==> config.mk <==
export PLATFORM = sky130hd
export DESIGN_NAME = tmr_rf_top
export DESIGN_NICKNAME = d
export VERILOG_FILES = /design/src/verilog/tmr_pkg.sv /design/src/verilog/tmr_rf_top.sv /design/src/verilog/seu_regs_file.sv /design/src/verilog/tmr_voter.sv /design/src/verilog/seu_regs.sv
export VERILOG_INCLUDE_DIRS = /design/src /design/src/verilog
export SDC_FILE = /design/constraint.sdc
export NUM_CORES = 2
export LEC_CHECK = 0
export BUFFER_PORTS_ARGS = -buffer_cell sky130_fd_sc_hd__buf_2
export CAP_MARGIN = 10
export CORE_UTILIZATION = 45
export CTS_BUF_LIST = sky130_fd_sc_hd__clkbuf_4
export DETAILED_ROUTE_END_ITERATION = 16
export PLACE_DENSITY = 0.67
export SLEW_MARGIN = 20
export SYNTH_ARGS = -nofsm -noshare
export SYNTH_HDL_FRONTEND = slang
export SYNTH_SLANG_ARGS = --single-unit
==> constraint.sdc <==
create_clock -name s_c_i -period 3.58 [get_ports s_c_i]
set_input_delay 0.358 -clock s_c_i [delete_from_list [all_inputs] [get_ports s_c_i]]
set_output_delay 0.358 -clock s_c_i [all_outputs]
set_load 0.02 [all_outputs]
==> src/verilog/tmr_config.svh <==
/* Build-time configuration for the triplicated register-file write path.
   Included by the package and by every module that needs a size or the upset switch. */

`ifndef TMR_CONFIG_SVH
`define TMR_CONFIG_SVH

// Width of one data word in bits.
`define TMR_W 32

// Number of registers in the register file.
`define TMR_N 32

// Number of combinational read ports.
`define TMR_RP 2

// Upset insertion for SEU testing. Set to 1 to let the replica masks and the
// storage upset port act on the design. At 0 all masks are ignored.
`define SEE_TESTING 1

`endif
==> src/verilog/tmr_pkg.sv <==
/* Shared types of the triplicated write path.
   Every RTL module imports this package in its header. */

`include "tmr_config.svh"

package tmr_pkg;

   // One data word as stored in the register file.
   typedef logic [`TMR_W-1:0] word_t;

   // Register index, wide enough for TMR_N entries.
   typedef logic [$clog2(`TMR_N)-1:0] addr_t;

   // One bit per replica. Used for replica enables and disagreement flags.
   typedef logic [2:0] rep_t;

endpackage

==> src/verilog/tmr_rf_top.sv <==
/* Top level of the fault-tolerant register-file write path.
   Chains replica capture, majority vote and register file; reads are combinational. */

`include "tmr_config.svh"

module tmr_rf_top import tmr_pkg::*; (
   input  logic  s_c_i,
   input  logic  arst_n_i,
   // Write request.
   input  logic  wr_en_i,
   input  addr_t wr_addr_i,
   input  word_t wr_data_i,
   // Upset injection.
   input  word_t rep_upset_i [3],
   input  logic  rf_upset_en_i,
   input  addr_t rf_upset_addr_i,
   input  word_t rf_upset_mask_i,
   // Read ports.
   input  addr_t rd_addr_i [`TMR_RP],
   output word_t rd_data_o [`TMR_RP],
   output logic  mismatch_o
);

   // Replica outputs.
   rep_t  rep_en;
   addr_t rep_addr [3];
   word_t rep_data [3];

   // Voted request.
   logic  vot_en;
   addr_t vot_addr;
   word_t vot_data;

   // Stage 1, three copies of the request.
   seu_regs u_seu_regs (
      .s_c_i      (s_c_i),
      .arst_n_i   (arst_n_i),
      .en_i       (wr_en_i),
      .addr_i     (wr_addr_i),
      .data_i     (wr_data_i),
      .upset_i    (rep_upset_i),
      .rep_en_o   (rep_en),
      .rep_addr_o (rep_addr),
      .rep_data_o (rep_data)
   );

   // Stage 2, majority vote.
   tmr_voter u_tmr_voter (
      .s_c_i      (s_c_i),
      .arst_n_i   (arst_n_i),
      .rep_en_i   (rep_en),
      .rep_addr_i (rep_addr),
      .rep_data_i (rep_data),
      .en_o       (vot_en),
      .addr_o     (vot_addr),
      .data_o     (vot_data),
      .mismatch_o (mismatch_o)
   );

   // Stage 3, storage and reads.
   seu_regs_file #(
      .rp (`TMR_RP)
   ) u_seu_regs_file (
      .s_c_i        (s_c_i),
      .arst_n_i     (arst_n_i),
      .we_i         (vot_en),
      .wadd_i       (vot_addr),
      .val_i        (vot_data),
      .upset_en_i   (rf_upset_en_i),
      .upset_addr_i (rf_upset_addr_i),
      .upset_mask_i (rf_upset_mask_i),
      .radd_i       (rd_addr_i),
      .val_o        (rd_data_o)
   );

endmodule

==> src/verilog/seu_regs_file.sv <==
/* Register file with one write port and combinational read ports.
   A storage upset can flip the bits of one entry for SEU testing. */

`include "tmr_config.svh"

module seu_regs_file import tmr_pkg::*; #(
   parameter int rp = `TMR_RP     // Number of read ports.
) (
   input  logic  s_c_i,
   input  logic  arst_n_i,
   input  logic  we_i,
   input  addr_t wadd_i,
   input  word_t val_i,
   input  logic  upset_en_i,
   input  addr_t upset_addr_i,
   input  word_t upset_mask_i,
   input  addr_t radd_i [rp],
   output word_t val_o [rp]
);

   localparam bit see_on = (`SEE_TESTING != 0);

   word_t rf_q   [`TMR_N];
   word_t rf_nxt [`TMR_N];
   logic  upset_hit;

   assign upset_hit = see_on && upset_en_i;

   // Next state of each entry. A write and an upset on the same entry combine.
   always_comb begin
      for (int i = 0; i < `TMR_N; i++) begin
         rf_nxt[i] = rf_q[i];
         if (we_i && (wadd_i == addr_t'(i))) begin
            rf_nxt[i] = val_i;
         end
         if (upset_hit && (upset_addr_i == addr_t'(i))) begin
            rf_nxt[i] = rf_nxt[i] ^ upset_mask_i;   // Flip stored bits.
         end
      end
   end

   // Storage. Every entry comes out of reset as zero.
   always_ff @(posedge s_c_i or negedge arst_n_i) begin
      if (!arst_n_i) begin
         rf_q <= '{default: '0};
      end else begin
         rf_q <= rf_nxt;
      end
   end

   // Read ports see the stored array only.
   genvar p;
   generate
      for (p = 0; p < rp; p++) begin : g_rd
         assign val_o[p] = rf_q[radd_i[p]];
      end
   endgenerate

   // The voted address must be resolved whenever a write is voted in.
   property p_wadd_known;
      @(posedge s_c_i) disable iff (!arst_n_i)
         we_i |-> !$isunknown(wadd_i);
   endproperty

   a_wadd_known: assert property (p_wadd_known)
      else $error("write with unknown address");

   // Storage upset address must be resolved too.
   property p_upset_addr_known;
      @(posedge s_c_i) disable iff (!arst_n_i)
         upset_hit |-> !$isunknown(upset_addr_i);
   endproperty

   a_upset_addr_known: assert property (p_upset_addr_known)
      else $error("storage upset with unknown address");

endmodule

==> src/verilog/tmr_voter.sv <==
/* Two-of-three majority voter for the replicated write request.
   Registers the voted request and flags any disagreement between the copies. */

module tmr_voter import tmr_pkg::*; (
   input  logic  s_c_i,
   input  logic  arst_n_i,
   input  rep_t  rep_en_i,
   input  addr_t rep_addr_i [3],
   input  word_t rep_data_i [3],
   output logic  en_o,
   output addr_t addr_o,
   output word_t data_o,
   output logic  mismatch_o
);

   logic  maj_en;
   addr_t maj_addr;
   word_t maj_data;
   rep_t  rep_bad;                // Replica j disagrees with the vote.
   logic  all_eq;

   // Bitwise majority of each field.
   assign maj_en   = (rep_en_i[0] & rep_en_i[1]) |
                     (rep_en_i[0] & rep_en_i[2]) |
                     (rep_en_i[1] & rep_en_i[2]);

   assign maj_addr = (rep_addr_i[0] & rep_addr_i[1]) |
                     (rep_addr_i[0] & rep_addr_i[2]) |
                     (rep_addr_i[1] & rep_addr_i[2]);

   assign maj_data = (rep_data_i[0] & rep_data_i[1]) |
                     (rep_data_i[0] & rep_data_i[2]) |
                     (rep_data_i[1] & rep_data_i[2]);

   // If every copy equals the vote, all copies are equal.
   genvar j;
   generate
      for (j = 0; j < 3; j++) begin : g_cmp
         assign rep_bad[j] = (rep_en_i[j] != maj_en) ||
                             (rep_addr_i[j] != maj_addr) ||
                             (rep_data_i[j] != maj_data);
      end
   endgenerate

   assign all_eq = ~|rep_bad;

   // Control state.
   always_ff @(posedge s_c_i or negedge arst_n_i) begin
      if (!arst_n_i) begin
         en_o       <= 1'b0;
         mismatch_o <= 1'b0;
      end else begin
         en_o       <= maj_en;
         mismatch_o <= !all_eq;     // One cycle, tied to this request.
      end
   end

   // Payload follows the enable.
   always_ff @(posedge s_c_i) begin
      addr_o <= maj_addr;
      data_o <= maj_data;
   end

   // Equal replicas must not raise the flag on the following cycle.
   property p_no_false_flag;
      @(posedge s_c_i) disable iff (!arst_n_i)
         ((rep_en_i[0] == rep_en_i[1]) && (rep_en_i[1] == rep_en_i[2]) &&
          (rep_addr_i[0] == rep_addr_i[1]) && (rep_addr_i[1] == rep_addr_i[2]) &&
          (rep_data_i[0] == rep_data_i[1]) && (rep_data_i[1] == rep_data_i[2]))
         |=> !mismatch_o;
   endproperty

   a_no_false_flag: assert property (p_no_false_flag)
      else $error("mismatch raised for identical replicas");

endmodule

==> src/verilog/seu_regs.sv <==
/* Triplicated capture stage for a register-file write request.
   Each replica can take a data upset mask when upset testing is built in. */

`include "tmr_config.svh"

module seu_regs import tmr_pkg::*; (
   input  logic  s_c_i,
   input  logic  arst_n_i,
   input  logic  en_i,
   input  addr_t addr_i,
   input  word_t data_i,
   input  word_t upset_i [3],    // Per replica flip mask, data only.
   output rep_t  rep_en_o,
   output addr_t rep_addr_o [3],
   output word_t rep_data_o [3]
);

   localparam bit see_on = (`SEE_TESTING != 0);

   word_t wdata [3];              // Data after upset injection.

   genvar i;
   generate
      for (i = 0; i < 3; i++) begin : g_rep
         // Mask goes in before the register, so an upset lives for one request.
         assign wdata[i] = see_on ? (data_i ^ upset_i[i]) : data_i;

         always_ff @(posedge s_c_i or negedge arst_n_i) begin
            if (!arst_n_i) begin
               rep_en_o[i]   <= 1'b0;
               rep_addr_o[i] <= '0;
               rep_data_o[i] <= '0;
            end else begin
               rep_en_o[i]   <= en_i;
               rep_addr_o[i] <= addr_i;
               rep_data_o[i] <= wdata[i];    // Independent copy.
            end
         end
      end
   endgenerate

   // Copies taken with no upset mask in force can never drift apart.
   property p_reps_equal;
      @(posedge s_c_i) disable iff (!arst_n_i)
         (!see_on || $past(~|(upset_i[0] | upset_i[1] | upset_i[2]))) |->
            ((rep_en_o[0] === rep_en_o[1]) &&
             (rep_en_o[1] === rep_en_o[2]) &&
             (rep_addr_o[0] === rep_addr_o[1]) &&
             (rep_addr_o[1] === rep_addr_o[2]) &&
             (rep_data_o[0] === rep_data_o[1]) &&
             (rep_data_o[1] === rep_data_o[2]));
   endproperty

   a_reps_equal: assert property (p_reps_equal)
      else $error("replicas differ without an upset mask");

endmodule

Word level (Yosys, flattened, before mapping)

Index checks and enable logic that the tools add are counted.

Order comparisons: 2
Eq/ne operators: 66
Muxes and demuxes: 70
Bitwise logic cells: 45
Reductions and logical operators: 70

Operators by type and width:

| kind                                                      | count |
|---|---|
| two-way mux 32 bit                                        | 68 |
| bitwise XOR 32 bit                                        | 35 |
| binary-select mux 32 bit (select 5 bit)                   | 2 |
| == test 5 bit (second input constant)                     | 32 |
| AND 32 bit                                                | 3 |
| inequality test 32 bit                                    | 3 |
| == test 5 x 4 -> 1 bit (second input constant)            | 16 |
| logical AND 1 bit                                         | 64 |
| bitwise OR 32 bit                                         | 2 |
| == test 5 x 3 -> 1 bit (second input constant)            | 8 |
| == test 5 x 2 -> 1 bit (second input constant)            | 4 |
| greater-or-equal comparator 6 bit (second input constant) | 2 |
| inverter 5 -> 6 bit                                       | 2 |
| == test 5 x 1 -> 1 bit (second input constant)            | 2 |
| logical NOT 5 bit                                         | 2 |
| bitwise OR 5 bit                                          | 2 |
| AND 5 bit                                                 | 1 |
| inequality test 5 bit                                     | 1 |
| logical OR 1 bit                                          | 3 |
| OR reduction 3 bit                                        | 1 |

Bits in registers: 1,165
Input port bits: 184
Output and inout bits: 65
Logic and storage cells: 294

Depth between registers and ports, before layout

Depth in word-level cells: 6
Mapped depth: 9
Mapped depth without buffers: 5

By module

Synthesis repeated with hierarchy kept, for this count alone.

Cells, all modules: 7,526
Area, all modules: 74,711.7 um2

By module, submodules not included:

| module        | times used | cells an instance | area an instance (um2) | sequential area each (um2) |
|---|---|---|---|---|
| seu_regs_file | 1          | 6,948             | 68,500.7               | 25,624.6 |
| seu_regs      | 1          | 210               | 3,483.3                | 2,552.4 |
| tmr_voter     | 1          | 368               | 2,727.6                | 790.8 |

Worst setup path before layout

OpenSTA, ideal clock, no wires.

Path kind: input -> output
Start point: input port rd_addr_i[5] (netlist bit)
End point: output port rd_data_o[38] (netlist bit)
Arrival: 2.038 ns
Required time: 3.222 ns
Slack: 1.184 ns
Cell stages on the path: 7
Buffers on the path: 4
Cell sequence: buf_2 > buf_2 > buf_4 > buf_4 > mux4_2 > mux2i_1 > a221oi_1

RTL lines:

| item            | RTL line         | source |
|---|---|---|
| start, declared | tmr_rf_top.sv:19 | `` input addr_t rd_addr_i [`TMR_RP], `` |
| end, declared   | tmr_rf_top.sv:20 | `` output word_t rd_data_o [`TMR_RP], `` |

==> results.toml <==
[placement]
pre_cts_ws_ns = 0.624
place.gp.congestion = 0.894
port_buffers = 248
postPlaceCellArea_mm2 = 0.0778
post-dp-hpwl_mm = 161

[layout]
multi_input_area_mm2 = 0.0419
nets = 6987
final_area_mm2 = 0.0860
final-seq-area_mm2 = 0.0290
fillCellCount = 13600
final_core_util_pct = 53.6
areaGrowthSynthToFinish_pct = 18.3
drive_above_1_share_pct = 23.5

[hold_path]
whs_path_depth = 4
hp-class = "primary input to flop"

[die]
die-area_mm2 = 0.163
io_pins = 249
row_count = 147
die_width_um = 404
core_mm2 = 0.160
start_util_pct = 45.3
fp.dieH_um = 404

[setup_path]
cp-end-kind = "output port"
critical_path.max_fanout = 3
critical_path_class = "flop to output port"
required_ns = 3.22
worstPathArrival_ns = 3.18
worstRegToRegCells = 5
cp-start-kind = "flop"

[synth]
ys_warn_count = 0
netlist_instances = 6132
ys_seq_area_share_pct = 39.9
netlist_area_mm2 = 0.0727
synthArstFlopShare_pct = 96.8
synth.distinct_cells = 50
avgSynthCellArea_um2 = 11.9
synth_nets = 6316
ys.flop_type = "dfrtp_1"
ys_seq_elements = 1165
synth-edff-count = 0

[clocking]
root_buffer = "clkbuf_4"
cts_buffers = 343
clkTransAtPathRegs_ns = 0.07
clk_latency_ns = 1.39
cts_tree = "built"
clk_path_buf_depth = 4
htreeDepth = 5
cts_sinks = 1165

[power_and_ir_drop]
power.static_leakage_uw = 0.0353
vdd_drop_max_v = 0.000417
p_per_area_mw_per_mm2 = 633
finalPower_uw = 54400

[timing]
fmax_mhz = 283
setup_viol = 0
hold_viol = 0
hold_slack_ns = 0.120
slew_violations = 0
finalCritPeriodShare_pct = 98.8
max_slew_margin_pct = 17.6
fin_ws_ns = 0.0424
final.min_clock_period_ns = 3.54
worst_slew_pin_slew_ns = 1.23
fin_skew_ns = 0.182

[drt]
ant_nets = 0
wl_mm = 269
drt_iter0_markers = 6053
drc = 0
vias_per_cell = 6.03
vias = 55700
routedWlPerCell_um = 29.1
drt-pass1-iter-count = 8

[grt]
grt_pass1_vias = 57400
grt_overflow = 0
grt_pass1_wl_mm = 392
antenna_found_initial = 32
grt_use_total_pct = 32.8
grt_max_degree = 120

[flow_run]
maxCapViolCount = 0

[run_status]
run_status = "complete, no violations"
## path summary, 6_finish.rpt
kind | start | end | slack [ns]
worst max-delay path | u_seu_regs_file.rf_q[117]$_DFF_PN0_ | rd_data_o[53] | 0.04
worst min-delay path | rf_upset_mask_i[27] | u_seu_regs_file.rf_q[635]$_DFF_PN0_ | 0.12
worst max register to register | u_tmr_voter.addr_o[0]$_DFF_P_ | u_seu_regs_file.rf_q[335]$_DFF_PN0_ | 0.69
worst min register to register | u_seu_regs.rep_addr_o[12]$_DFF_PN0_ | u_tmr_voter.addr_o[2]$_DFF_P_ | 0.36
max in group asynchronous | arst_n_i | u_seu_regs_file.rf_q[42]$_DFF_PN0_ | 2.37
min in group asynchronous | arst_n_i | u_seu_regs_file.rf_q[900]$_DFF_PN0_ | 0.35
## layer usage
metal,share of wire [%],GRT usage (%)
met2,46,50.4
met3,10,8.75
met1,38,41.8
met4,6.2,18.9
met5,0.027,0
## cell families after synthesis
family | share of synthesized area (%)
xor gates and xnor gates | 13.8
AOI/OAI and AO/OA | 1.94
DFF | 39.9
and+or+nand+nor | 7.34
adders and majority gates | 0.289
muxes | 33.5
buffers and inverters | 3.28
## cells in the final DEF, fill, tap and decap left out, types with 27 or more instances in the layout
cell type / instances
a221oi_1: 49
a22o_1: 64
buf_12: 87
buf_2: 241
buf_4: 165
clkbuf_4: 506
clkinv_1: 71
dfrtp_1: 1128
diode_2: 27
dlygate4sd3_1: 377
mux2i_1: 1274
mux4_2: 512
nand2_1: 927
nor2_1: 174
nor2_4: 30
xnor2_1: 142
xor2_1: 1003
## where the power goes
| part | internal (uW) | switching (uW) |
|---|---|---|
| clock | 6660 | 6290 |
| combinational | 9870 | 8430 |
| sequential | 18500 | 4680 |
| total | 35000 | 19400 |
## synth_stat cells, types with 6 or more instances
master	n	area (um^2)
nand3b_1	7	52.6
a21oi_1	13	65.1
maj3_1	21	210
clkbuf_1	291	1090
o21ai_0	8	40.0
nor2_1	201	754
mux2i_1	1280	12800
o22ai_1	8	50.1
and2_1	9	56.3
nor2b_1	14	87.6
xnor2_1	142	1240
and3b_1	9	78.8
nand3_1	7	35.0
a22o_1	64	561
nand2b_1	14	87.6
or2_2	7	43.8
nand2_1	939	3520
buf_2	166	831
mux4_2	512	11500
o21a_1	6	45.0
nor3_2	13	130
dfxtp_1	37	741
buf_1	72	270
dfrtp_1	1128	28200
nor4_1	12	75.1
buf_4	18	135
nor3b_1	10	75.1
xor2_1	1003	8780
a221oi_1	66	578
## registers in the layout, indices dropped and copies added (netlist names)
register / count
u_tmr_voter.addr_o: 5
u_seu_regs.rep_data_o: 96
u_tmr_voter.mismatch_o: 1
u_seu_regs_file.rf_q: 1024
u_seu_regs.rep_en_o: 1
u_tmr_voter.en_o: 1
u_seu_regs.rep_addr_o: 5
u_tmr_voter.data_o: 32
## worst max-delay path: stages, from the launching register on
cell      delay (ns)
dfrtp_1         0.39
mux4_2          0.25
mux2i_1         0.08
a22o_1          0.33
a221oi_1        0.54
buf_2           0.28
## metrics by stage
stage	std cells	TNS, ns
finish	9238	0
global route	9231	-0.0160
CTS	9211	0
detailed placement	8240	0
global placement	8240	0
floorplan	6132	0
## repair_timing
action / in CTS / in global routing
endpoints found under the setup margin: 16 / 6
setup buffers: 0 / 0
resized for setup: 19 / 6
hold buffers: 378 / 0
endpoints found under the hold margin: 2244 / 0
## cell type report
cell class / count / share of cell area, %
clock buffer: 506 / 4.42
antenna: 27 / 0.0786
inverter: 2 / 0.0102
multi-input combinational: 4413 / 48.8
sequential: 1165 / 33.7
tap: 2160 / 3.14
clock inverter: 87 / 0.493
timing repair buffer: 878 / 9.41
(Power assumes the default switching activity.)
